$ cat src/include/fetch_params.svh
`ifndef FETCH_PARAMS_SVH
`define FETCH_PARAMS_SVH

// instructions per aligned fetch block
// a power of two, at least 2
`define FETCH_NUM 2

// program counter after reset
`define BOOT_VEC 32'hbfc00000

// branch target buffer entries
// a power of two, at least 2
`define BTB_SIZE_DEF 8

// instruction queue entries
`define QUEUE_DEPTH_DEF 4

`endif

$ cat src/logic/fetch_pkg.sv
`include "fetch_params.svh"

package fetch_pkg;

	typedef logic [31:0] virt_t;
	typedef logic [31:0] instr_t;

	// 0 to FETCH_NUM instructions
	typedef logic [$clog2(`FETCH_NUM + 1)-1:0] fetch_cnt_t;

	// request to the instruction cache
	typedef struct packed {
		logic  read;
		virt_t vaddr;
		// drop the response to this request
		logic  flush;
	} fetch_req_t;

	// response, one cycle after the request was accepted
	typedef struct packed {
		logic                          stall;
		instr_t [`FETCH_NUM-1:0]       data;
		logic                          iaddr_ex;
	} fetch_res_t;

	// branch outcome from the back end
	typedef struct packed {
		logic  valid;
		logic  mispredict;
		logic  taken;
		virt_t pc;
		virt_t target;
	} branch_resolved_t;

	typedef struct packed {
		logic  taken;
		virt_t target;
	} branch_predict_t;

	// one instruction handed to the back end
	typedef struct packed {
		logic            valid;
		virt_t           vaddr;
		instr_t          instr;
		branch_predict_t predict;
		logic            iaddr_ex;
	} fetch_entry_t;

endpackage

$ cat src/logic/branch_predictor.sv
`timescale 1ns/100ps
`include "fetch_params.svh"

module branch_predictor #(
	parameter int BTB_SIZE = `BTB_SIZE_DEF
)(
	input  logic                                            clk,
	input  logic                                            rst,
	input  fetch_pkg::virt_t                                block_vaddr,
	input  logic                      [`FETCH_NUM-1:0]      slot_valid,
	input  fetch_pkg::branch_resolved_t                     resolved,
	output fetch_pkg::branch_predict_t [`FETCH_NUM-1:0]     predict,
	output logic                                            predict_valid,
	output fetch_pkg::virt_t                                predict_vaddr,
	output logic                      [`FETCH_NUM-1:0]      taken_mask
);

	import fetch_pkg::*;

	localparam int IDX_W = $clog2(BTB_SIZE);
	localparam int TAG_W = 32 - IDX_W - 2;

	typedef logic [IDX_W-1:0] btb_idx_t;
	typedef logic [TAG_W-1:0] btb_tag_t;

	logic     [BTB_SIZE-1:0] btb_valid;
	btb_tag_t                btb_tag    [BTB_SIZE];
	virt_t                   btb_target [BTB_SIZE];

	virt_t    [`FETCH_NUM-1:0] slot_vaddr;
	btb_idx_t [`FETCH_NUM-1:0] slot_idx;
	logic     [`FETCH_NUM-1:0] hit;

	logic     bp_write;
	btb_idx_t wr_idx;

	// lookup per slot of the stage 2 block
	for (genvar i = 0; i < `FETCH_NUM; i++) begin : gen_lookup
		assign slot_vaddr[i] = block_vaddr + virt_t'(4 * i);
		assign slot_idx[i]   = slot_vaddr[i][IDX_W+1:2];
		assign hit[i]        = slot_valid[i] & btb_valid[slot_idx[i]]
			& (btb_tag[slot_idx[i]] == slot_vaddr[i][31:IDX_W+2]);
	end

	// only the first hit counts, later slots are on the wrong path
	always_comb begin
		logic found;
		found         = 1'b0;
		predict_valid = 1'b0;
		predict_vaddr = '0;
		for (int i = 0; i < `FETCH_NUM; i++) begin
			taken_mask[i]     = ~found;
			predict[i].taken  = hit[i] & ~found;
			// fall-through address when not taken
			predict[i].target = slot_vaddr[i] + virt_t'(4);
			if (hit[i] && !found) begin
				found             = 1'b1;
				predict_valid     = 1'b1;
				predict_vaddr     = btb_target[slot_idx[i]];
				predict[i].target = btb_target[slot_idx[i]];
			end
		end
	end

	// train on mispredicts only
	assign bp_write = resolved.valid & resolved.mispredict;
	assign wr_idx   = resolved.pc[IDX_W+1:2];

	always_ff @(posedge clk or posedge rst) begin
		if (rst) begin
			btb_valid <= '0;
		end else if (bp_write) begin
			btb_valid[wr_idx] <= resolved.taken;
		end
	end

	always_ff @(posedge clk) begin
		if (bp_write && resolved.taken) begin
			btb_tag[wr_idx]    <= resolved.pc[31:IDX_W+2];
			btb_target[wr_idx] <= resolved.target;
		end
	end

endmodule

$ cat src/logic/instr_fetch.sv
`timescale 1ns/100ps
`include "fetch_params.svh"

module instr_fetch #(
	parameter fetch_pkg::virt_t RESET_BASE  = `BOOT_VEC,
	parameter int               BTB_SIZE    = `BTB_SIZE_DEF,
	parameter int               QUEUE_DEPTH = `QUEUE_DEPTH_DEF
)(
	input  logic                                       clk,
	input  logic                                       rst,
	input  logic                                       except_valid,
	input  fetch_pkg::virt_t                           except_vec,
	input  fetch_pkg::branch_resolved_t                resolved_branch,
	input  fetch_pkg::fetch_res_t                      icache_res,
	output fetch_pkg::fetch_req_t                      icache_req,
	input  fetch_pkg::fetch_cnt_t                      fetch_ack,
	output fetch_pkg::fetch_entry_t [`FETCH_NUM-1:0]   fetch_entry
);

	import fetch_pkg::*;

	localparam int OFF_W   = $clog2(`FETCH_NUM);
	localparam int ALIGN_W = OFF_W + 2;

	virt_t pc;
	logic  hold_pc;
	logic  redirect;
	virt_t redirect_vaddr;
	logic  queue_full;

	// stage 1/2 register
	logic  stage_valid;
	virt_t stage_vaddr;

	virt_t                              block_vaddr;
	logic            [OFF_W-1:0]        offset;
	logic            [`FETCH_NUM-1:0]   slot_in_range;
	logic            [`FETCH_NUM-1:0]   slot_keep;
	logic            [`FETCH_NUM-1:0]   taken_mask;
	branch_predict_t [`FETCH_NUM-1:0]   predict;
	logic                               predict_valid;
	virt_t                              predict_vaddr;
	fetch_entry_t    [`FETCH_NUM-1:0]   push_entry;
	fetch_cnt_t                         keep_num;
	fetch_cnt_t                         push_num;

	// exception first, then mispredicted branch
	assign redirect = except_valid | (resolved_branch.valid & resolved_branch.mispredict);
	always_comb begin
		if (except_valid) begin
			redirect_vaddr = except_vec;
		end else if (resolved_branch.taken) begin
			redirect_vaddr = resolved_branch.target;
		end else begin
			redirect_vaddr = resolved_branch.pc + virt_t'(4);
		end
	end

	assign hold_pc = icache_res.stall | queue_full;

	assign icache_req.read  = 1'b1;
	assign icache_req.vaddr = {pc[31:ALIGN_W], {ALIGN_W{1'b0}}};
	assign icache_req.flush = redirect;

	// request in flight during a taken prediction is wrong path
	always_ff @(posedge clk or posedge rst) begin
		if (rst) begin
			stage_valid <= 1'b0;
		end else if (redirect) begin
			stage_valid <= 1'b0;
		end else if (!hold_pc) begin
			stage_valid <= ~predict_valid;
		end
	end

	always_ff @(posedge clk) begin
		if (!hold_pc) begin
			stage_vaddr <= pc;
		end
	end

	assign block_vaddr = {stage_vaddr[31:ALIGN_W], {ALIGN_W{1'b0}}};
	assign offset      = stage_vaddr[ALIGN_W-1:2];

	for (genvar i = 0; i < `FETCH_NUM; i++) begin : gen_range
		assign slot_in_range[i] = stage_valid & (i >= offset);
	end

	assign slot_keep = slot_in_range & taken_mask;

	// shift the kept slots down so the push starts at entry 0
	always_comb begin
		int idx;
		keep_num = '0;
		for (int i = 0; i < `FETCH_NUM; i++) begin
			keep_num = keep_num + fetch_cnt_t'(slot_keep[i]);
		end
		for (int k = 0; k < `FETCH_NUM; k++) begin
			idx           = int'(offset) + k;
			push_entry[k] = '0;
			if (idx < `FETCH_NUM) begin
				push_entry[k].valid    = slot_keep[idx];
				push_entry[k].vaddr    = block_vaddr + virt_t'(4 * idx);
				push_entry[k].instr    = icache_res.data[idx];
				push_entry[k].predict  = predict[idx];
				push_entry[k].iaddr_ex = icache_res.iaddr_ex;
			end
		end
	end

	assign push_num = (stage_valid & ~hold_pc & ~redirect) ? keep_num : '0;

	pc_generator #(
		.RESET_BASE ( RESET_BASE )
	) pc_gen_i (
		.clk,
		.rst,
		.hold_pc,
		.redirect,
		.redirect_vaddr,
		.predict_valid,
		.predict_vaddr,
		.pc
	);

	branch_predictor #(
		.BTB_SIZE ( BTB_SIZE )
	) bp_i (
		.clk,
		.rst,
		.block_vaddr,
		.slot_valid    ( slot_in_range   ),
		.resolved      ( resolved_branch ),
		.predict,
		.predict_valid,
		.predict_vaddr,
		.taken_mask
	);

	instr_queue #(
		.QUEUE_DEPTH ( QUEUE_DEPTH )
	) queue_i (
		.clk,
		.rst,
		.flush       ( redirect   ),
		.push_num,
		.push_entry,
		.ack         ( fetch_ack  ),
		.full        ( queue_full ),
		.fetch_entry
	);

endmodule

$ cat src/logic/instr_queue.sv
`timescale 1ns/100ps
`include "fetch_params.svh"

module instr_queue #(
	parameter int QUEUE_DEPTH = `QUEUE_DEPTH_DEF
)(
	input  logic                                       clk,
	input  logic                                       rst,
	input  logic                                       flush,
	input  fetch_pkg::fetch_cnt_t                      push_num,
	input  fetch_pkg::fetch_entry_t [`FETCH_NUM-1:0]   push_entry,
	input  fetch_pkg::fetch_cnt_t                      ack,
	output logic                                       full,
	output fetch_pkg::fetch_entry_t [`FETCH_NUM-1:0]   fetch_entry
);

	import fetch_pkg::*;

	localparam int PTR_W = $clog2(QUEUE_DEPTH);
	localparam int CNT_W = $clog2(QUEUE_DEPTH + 1);

	typedef logic [PTR_W-1:0] ptr_t;
	typedef logic [CNT_W-1:0] cnt_t;

	fetch_entry_t mem [QUEUE_DEPTH];

	ptr_t       rd_ptr;
	ptr_t       wr_ptr;
	cnt_t       count;
	fetch_cnt_t out_num;

	// wrap works for any depth
	function automatic ptr_t ptr_add(input ptr_t p, input int n);
		return ptr_t'((int'(p) + n) % QUEUE_DEPTH);
	endfunction

	// a whole fetch block must fit
	assign full = (cnt_t'(QUEUE_DEPTH) - count) < cnt_t'(`FETCH_NUM);

	always_comb begin
		if (count >= cnt_t'(`FETCH_NUM)) begin
			out_num = fetch_cnt_t'(`FETCH_NUM);
		end else begin
			out_num = fetch_cnt_t'(count);
		end
	end

	// oldest entries first, valid bits are leading ones
	always_comb begin
		for (int i = 0; i < `FETCH_NUM; i++) begin
			fetch_entry[i]       = mem[ptr_add(rd_ptr, i)];
			fetch_entry[i].valid = (i < out_num);
		end
	end

	always_ff @(posedge clk or posedge rst) begin
		if (rst) begin
			rd_ptr <= '0;
			wr_ptr <= '0;
			count  <= '0;
		end else if (flush) begin
			rd_ptr <= '0;
			wr_ptr <= '0;
			count  <= '0;
		end else begin
			wr_ptr <= ptr_add(wr_ptr, int'(push_num));
			rd_ptr <= ptr_add(rd_ptr, int'(ack));
			count  <= count + cnt_t'(push_num) - cnt_t'(ack);
		end
	end

	always_ff @(posedge clk) begin
		for (int i = 0; i < `FETCH_NUM; i++) begin
			if (i < push_num) begin
				mem[ptr_add(wr_ptr, i)] <= push_entry[i];
			end
		end
	end

	// the fetch stage must hold back while full
	assert property (@(posedge clk) disable iff (rst) full |-> push_num == '0)
		else $error("push of %0d entries into a full queue", push_num);

	// back end pops only what it was shown
	assert property (@(posedge clk) disable iff (rst) ack <= out_num)
		else $error("ack %0d exceeds %0d valid entries", ack, out_num);

endmodule

$ cat src/logic/pc_generator.sv
`timescale 1ns/100ps
`include "fetch_params.svh"

module pc_generator #(
	parameter fetch_pkg::virt_t RESET_BASE = `BOOT_VEC
)(
	input  logic             clk,
	input  logic             rst,
	input  logic             hold_pc,
	input  logic             redirect,
	input  fetch_pkg::virt_t redirect_vaddr,
	input  logic             predict_valid,
	input  fetch_pkg::virt_t predict_vaddr,
	output fetch_pkg::virt_t pc
);

	import fetch_pkg::*;

	localparam int ALIGN_W = $clog2(`FETCH_NUM) + 2;

	virt_t pc_next;
	virt_t pc_aligned;

	assign pc_aligned = {pc[31:ALIGN_W], {ALIGN_W{1'b0}}};

	// redirect wins even over a stalled cache or a full queue
	always_comb begin
		if (redirect) begin
			pc_next = redirect_vaddr;
		end else if (hold_pc) begin
			pc_next = pc;
		end else if (predict_valid) begin
			pc_next = predict_vaddr;
		end else begin
			pc_next = pc_aligned + virt_t'(`FETCH_NUM * 4);
		end
	end

	always_ff @(posedge clk or posedge rst) begin
		if (rst) begin
			pc <= RESET_BASE;
		end else begin
			pc <= pc_next;
		end
	end

	// redirect and predicted targets must stay word aligned
	assert property (@(posedge clk) disable iff (rst) pc[1:0] == 2'b00)
		else $error("fetch address %h is not word aligned", pc);

endmodule

$ cat config.mk
export PLATFORM = sky130hd
export DESIGN_NAME = instr_fetch
export DESIGN_NICKNAME = d
export VERILOG_FILES = /design/src/logic/fetch_pkg.sv /design/src/logic/branch_predictor.sv /design/src/logic/instr_fetch.sv /design/src/logic/instr_queue.sv /design/src/logic/pc_generator.sv
export VERILOG_INCLUDE_DIRS = /design/src /design/src/include
export SDC_FILE = /design/constraint.sdc
export NUM_CORES = 2
export LEC_CHECK = 0
export BUFFER_PORTS_ARGS = -buffer_cell sky130_fd_sc_hd__buf_2
export CORE_AREA = 2 2 404 406
export DETAILED_ROUTE_END_ITERATION = 16
export DIE_AREA = 0 0 406 408
export SLEW_MARGIN = 20
export SYNTH_ARGS = -nofsm -noshare
export SYNTH_HDL_FRONTEND = slang
export SYNTH_SLANG_ARGS = --single-unit
$ cat constraint.sdc
create_clock -name clk -period 20.2 [get_ports clk]
set_clock_uncertainty 0.1 [all_clocks]
set_input_delay 2.02 -clock clk [delete_from_list [all_inputs] [get_ports clk]]
set_output_delay 2.02 -clock clk [all_outputs]
set_load 0.01 [all_outputs]
======== Yosys cells after proc, flatten, opt, wreduce, memory -nomap -nowiden ========
Memories as Yosys holds them, arrays and structs flattened. A register that Yosys moved wholly into a read port is not among the register bits.
Index checks and enable logic that the tools add are counted.
storage, ports and cells
  bits in registers ....................... 80
  bits in latches ......................... 0
  bits in writable memories ............... 868
  memory bits (read-only) ................. 0
  bits of input ports ..................... 170
  output and inout port bits .............. 232
  logic and storage cells ................. 113
  memories ................................ 3
operators by class
  $add $sub $neg .......................... 15
  $mul .................................... 0
  div/mod/pow operators ................... 0
  order comparisons ....................... 15
  eq/ne operators ......................... 3
  shift-type cells ........................ 0
  multiplexer cells ....................... 50
  bitwise gates (word level) .............. 16
  reduce and logical (&&, ||, !) cells .... 4
memory list
  name             words  bits a word  rd ports  clocked after Yosys merged registers in  write ports  RTL line                source
  queue_i.mem      4      99           2         0                                        2            instr_queue.sv:25       fetch_entry_t mem [QUEUE_DEPTH];
  bp_i.btb_target  8      32           2         1                                        1            branch_predictor.sv:28  virt_t btb_target [BTB_SIZE];
  bp_i.btb_tag     8      27           2         1                                        1            branch_predictor.sv:27  btb_tag_t btb_tag [BTB_SIZE];
operators by type and width
  cell                                                  number
  two-way mux 32 bit                                    14
  two-way mux 99 bit                                    2
  two-way mux 33 bit                                    5
  adder 32 x 3 -> 32 bit (second input constant)        3
  equality test 27 bit                                  2
  adder 32 x 3 -> 32 bit                                1
  adder 32 x 4 -> 32 bit                                1
  adder 32 x 4 -> 32 bit (second input constant)        1
  two-way mux 1 bit                                     18
  < comparator 3 x 4 -> 1 bit (second input constant)   3
  bitwise AND 1 bit                                     9
  two-way mux 3 bit                                     3
  bitwise mux 8 bit                                     1
  < comparator 1 x 2 -> 1 bit (first input constant)    4
  two-way mux 2 bit                                     4
  adder 2 x 1 -> 2 bit (second input constant)          2
  adder 2 bit                                           2
  < comparator 1 x 2 -> 1 bit (second input constant)   2
  < comparator 2 bit (second input constant)            2
  NOT 1 bit                                             4
  adder 3 x 2 -> 3 bit                                  1
  binary-select mux 1 bit (select 3 bit)                1
  demux 1 bit (select 3 bit)                            1
  >= comparator 3 x 1 -> 1 bit (second input constant)  1
  other kinds (13)                                      16

======== Depth between registers and ports, before layout ========
  depth after elaboration ................. 12
  mapped depth ............................ 23
  mapped depth without buffers ............ 15

======== Hierarchy ========
Synthesis repeated with hierarchy kept, for this count alone.
unflattened totals
  cells, all modules ...................... 3437
  area, all modules ....................... 53292.4 um2
by module, submodules not included
  module            instances  cells each  area an instance (um2)  seq. area each (um2)
  branch_predictor  1          1561        25279.2                 14373.8
  instr_queue       1          1115        21768.4                 11946.5
  instr_fetch       1          463         3937.5                  925.9
  pc_generator      1          298         2307.2                  812.0

======== Worst setup path after synthesis ========
No wires, ideal clock.
  kind .................................... reg2reg
  start ................................... register (tool-made name)
  end ..................................... memory queue_i.mem[0][0] in the netlist's numbering (enable)
  setup time .............................. 691 ps
  arrival ................................. 10404 ps
  data required time ...................... 19409 ps
  slack ................................... 9004 ps
  stages on the path, launching flop included .. 16
  path buffers ............................ 5
  period minus slack after synthesis ...... 11196 ps
  cells stage by stage .................... dfxtp_1 buf_2 buf_2 buf_2 mux4_2 xnor2_1 and4_1 o211ai_1 nor3b_1 buf_2 clkbuf_1 nor2b_1 ha_1 and3_1 nor2_1 o31ai_1
RTL lines
  item       RTL line
  to (decl)  instr_queue.sv:25

==> summary by stage <==
Setup path
The worst setup path category is flop to flop. At the worst endpoint, the required time is about 21000 ps. The largest fanout on the critical path is 47. STA classifies the critical path startpoint as a flop. The data arrival time of the worst path is about 7400 ps.

The sort of element at the end of the critical path is a flop. The register-to-register setup slack is ~13000 ps.

Min path
The path class of the tightest hold or removal check is flop to flop.

Detailed routing
In the final routed layout, each cell accounts on average for ~29 um. For this run, the detailed router's first-pass iteration total came to 6. The via count of the routed design is ~34k. The DRC violation count after routing is 0.

For this block, the initial DRC count from the detailed router was between 4k and 5k. The routed wire length is 173300 um. In this run the remaining antenna-violating nets after routing total 0. The per-cell via count in the routed design is between 5 and 6.

Power and ir drop
IR analysis of the VDD net gives a maximum drop of 74.57 uV. Power spread over the standard cell area amounts to roughly 95 mW/mm2. The leakage power is around 18 nW.

Layout
From synthesis to final layout, the design area changed by 15.70%. The fraction of layout instances using a drive strength above 1 is a little over a quarter. The final layout contains just under 4k nets. After the flow finishes, the layout carries non-filler instances totaling between 6k and 7k.

Clock tree
The number of instances resized during post-cts repair is 0. TritonCTS built the clock tree. The number of CTS-inserted buffers is ~100.

The latest clock arrival within the worst-skew pair is 750 ps. The deepest clock path buffer count is 3. The clock net sink count is between 900 and 1k. The clock transition at the registers of the reported paths is ~60 ps. The H-tree was split into 3 levels.

The root buffer cell chosen for the clock tree is sky130_fd_sc_hd__clkbuf_16. For this design, the CTS-stage hold fixing added 0 buffers. The count of buffers added by post-CTS timing repair for setup is 0.

Yosys
The netlist uses a little under 80 different library cells. The number of standard cells after synthesis is about 3.5k. The prevailing post-synth register cell is sky130_fd_sc_hd__edfxtp_1. The post-synthesis async set-or-reset flop share is between 4 and 5%. The number of synthesis warnings is 0.

The number of synthesized flops with an enable pin is approximately 890. After synthesis, flip-flops and latches occupy between 50 and 60% of the total area. The netlist area before placement is roughly 0.048 mm2. A synthesized cell averages ~14 um2.

The flip-flop and latch count after synthesis is a little over 900.

GRT
Summed over all layers, the global routing overflow is 0. The total global routing track utilization is roughly a fifth. The number of global-route vias before repair was around 32k. The wire length of the first global-routing pass is around 240000 um. The initial antenna violation count is 39. Entering global routing, the biggest net connects around 270 pins.

STA
The final count of pins violating max slew came to 0. For the finished layout, the period the worst path requires is 6943 ps. Setup repair after global routing left no endpoint under its margin. The upper clock frequency limit is around 140 MHz. The final critical path takes up between 30 and 40% of the cycle. The number of failing hold endpoints at the final stage was 0. The worst slew margin relative to its limit is a little over a fifth.

The worst hold margin is around 350 ps. The total negative slack is 0 ps. For the pin with the worst max-slew slack, the measured transition is around 1200 ps. The final number of setup-violating endpoints is 0.

Die
The number of top-level design ports is 402. The effective utilization at floorplan is ~30%. The standard-cell row count is between 100 and 150. The overall die area is 0.1656 mm2. In this run the horizontal extent of the chip is ~410 um. The chip height is 408 um.

The total core area is between 0.15 and 0.2 mm2.

Place
The total half-perimeter wirelength after legalization and detailed placement is around 120000 um. The number of placed instances with taps included is 5850. The count of input and output buffers is roughly 390. Routability-driven placement finished with a final weighted congestion of around 0.91.

Job
The number of max-cap violations is 0.

Status
The run finished with clean final reports.
-- stage by stage --
step           cell area, um2  power, mW  utilization (%)  worst slack [ps]
6_report                55550      5.266            34.36             13260
5_1_grt                 55540      5.427            34.36             12870
4_1_cts                 55430      5.263            34.29             13210
3_5_place_dp            52050      3.383            32.20             13110
3_3_place_gp            52050      3.366            32.20             13180
2_1_floorplan           48040      2.956                -              9005
-- per-layer routing --
metal | wire length (um) | up-vias | GRT usage [%]
met3 | 23080 | 336 | 7.402
li1 | - | 14260 | -
met5 | 143 | - | 0
met2 | 77990 | 2077 | 31.43
met1 | 66160 | 17310 | 26.45
met4 | 5953 | 20 | 6.345
-- area by class of cell --
type                    instances  area (um2)
diodes                          5       12.51
clock buffers                 130        2769
clock inverters                61       610.6
fillers                     15740      106100
inverters                      49       183.9
multi-input cells            2226       18760
flip-flops and latches        934       27820
well taps                    2175        2721
repair buffers                470        2674
-- flip-flops by register name (all words and copies together), names as in the netlist, named ones only --
name             cells
queue_i.mem        384
bp_i.btb_target    256
bp_i.btb_tag       216
pc_gen_i.pc         30
stage_vaddr         30
bp_i.btb_valid       8
queue_i.count        3
queue_i.rd_ptr       2
queue_i.wr_ptr       2
stage_valid          1
-- critical path: stages (launching register included) --
cell                       delay (ps)
sky130_fd_sc_hd__dfxtp_4          730
sky130_fd_sc_hd__buf_4            630
sky130_fd_sc_hd__mux4_2           610
sky130_fd_sc_hd__xor2_1           210
sky130_fd_sc_hd__or2_2            330
sky130_fd_sc_hd__nor3b_1          270
sky130_fd_sc_hd__o211ai_1         190
sky130_fd_sc_hd__nor3b_2          190
sky130_fd_sc_hd__buf_4            620
sky130_fd_sc_hd__nor2b_1          110
sky130_fd_sc_hd__ha_1             220
sky130_fd_sc_hd__and3_1           230
sky130_fd_sc_hd__inv_1            220
sky130_fd_sc_hd__nor2_1           100
sky130_fd_sc_hd__nand2_2          160
sky130_fd_sc_hd__buf_4            580
sky130_fd_sc_hd__nand2_1          470
sky130_fd_sc_hd__buf_4            380
sky130_fd_sc_hd__o32ai_1          200
-- where the power goes --
group          switching, mW  internal, mW  total [mW]
Combinational          0.673         0.402        1.07
Sequential            0.0915          2.20        2.29
Clock                  0.821          1.08        1.90
-- final timing paths --
kind | from | end | cells past startpoint
setup reg to reg | flop | queue_i.mem[2][23] | 18
setup / recovery | flop | queue_i.mem[2][23] | 18
hold reg to reg | pc_gen_i.pc[2] | stage_vaddr[2] | 0
hold / removal | pc_gen_i.pc[2] | stage_vaddr[2] | 0
max in group asynchronous | rst | queue_i.rd_ptr[1] | 3
min in group asynchronous | rst | queue_i.rd_ptr[0] | 3
-- cells by family after synthesis --
kind of cell               count (synthesis)  synth area share, %
DFF                                      934                57.92
and+or+nand+nor                          886                8.133
AOI/OAI and AO/OA                        607                8.344
muxes                                    581                19.43
buffers and inverters                    374                3.406
xor gates and xnor gates                 131                2.390
adders and majority gates                 13               0.3700
other                                      2              0.01564
-- layout by cell type (no fill, tap or decap), types with 19 or more instances in the layout --
master,count
sky130_fd_sc_hd__xor2_1,50
sky130_fd_sc_hd__mux2_2,59
sky130_fd_sc_hd__mux4_2,274
sky130_fd_sc_hd__buf_2,389
sky130_fd_sc_hd__nand3_1,63
sky130_fd_sc_hd__clkbuf_16,103
sky130_fd_sc_hd__o21ai_0,140
sky130_fd_sc_hd__buf_4,72
sky130_fd_sc_hd__nor2_1,309
sky130_fd_sc_hd__xnor2_1,81
sky130_fd_sc_hd__o32ai_1,105
sky130_fd_sc_hd__and3_1,23
sky130_fd_sc_hd__mux2i_1,246
sky130_fd_sc_hd__clkinv_2,19
sky130_fd_sc_hd__clkinv_1,24
sky130_fd_sc_hd__o22ai_1,145
sky130_fd_sc_hd__nand2_1,311
sky130_fd_sc_hd__a21oi_1,88
sky130_fd_sc_hd__dfrtp_1,35
sky130_fd_sc_hd__and2_1,51
sky130_fd_sc_hd__inv_1,44
sky130_fd_sc_hd__nand4_1,23
sky130_fd_sc_hd__edfxtp_1,886
-- Yosys cell counts, types with 15 or more instances --
cell | instances | area [um2]
sky130_fd_sc_hd__dfrtp_1 | 37 | 925.9
sky130_fd_sc_hd__clkbuf_1 | 194 | 728.2
sky130_fd_sc_hd__or3_1 | 15 | 93.84
sky130_fd_sc_hd__a22oi_1 | 15 | 112.6
sky130_fd_sc_hd__buf_4 | 48 | 360.4
sky130_fd_sc_hd__xnor2_1 | 81 | 709.4
sky130_fd_sc_hd__and2_1 | 52 | 325.3
sky130_fd_sc_hd__inv_1 | 46 | 172.7
sky130_fd_sc_hd__o21ai_0 | 143 | 715.7
sky130_fd_sc_hd__nand3_1 | 64 | 320.3
sky130_fd_sc_hd__edfxtp_1 | 886 | 26610
sky130_fd_sc_hd__nor3_1 | 18 | 90.09
sky130_fd_sc_hd__nand4_1 | 23 | 143.9
sky130_fd_sc_hd__mux2_2 | 59 | 664.4
sky130_fd_sc_hd__and3_1 | 24 | 150.1
sky130_fd_sc_hd__mux2i_1 | 246 | 2462
sky130_fd_sc_hd__o22ai_1 | 145 | 907.1
sky130_fd_sc_hd__xor2_1 | 50 | 437.9
sky130_fd_sc_hd__o32ai_1 | 105 | 919.6
sky130_fd_sc_hd__buf_1 | 57 | 214.0
sky130_fd_sc_hd__nor2_1 | 319 | 1197
sky130_fd_sc_hd__buf_2 | 23 | 115.1
sky130_fd_sc_hd__a21oi_1 | 88 | 440.4
sky130_fd_sc_hd__nand2_1 | 313 | 1175
sky130_fd_sc_hd__mux4_2 | 274 | 6171
Power figures use the tool's default switching activity.
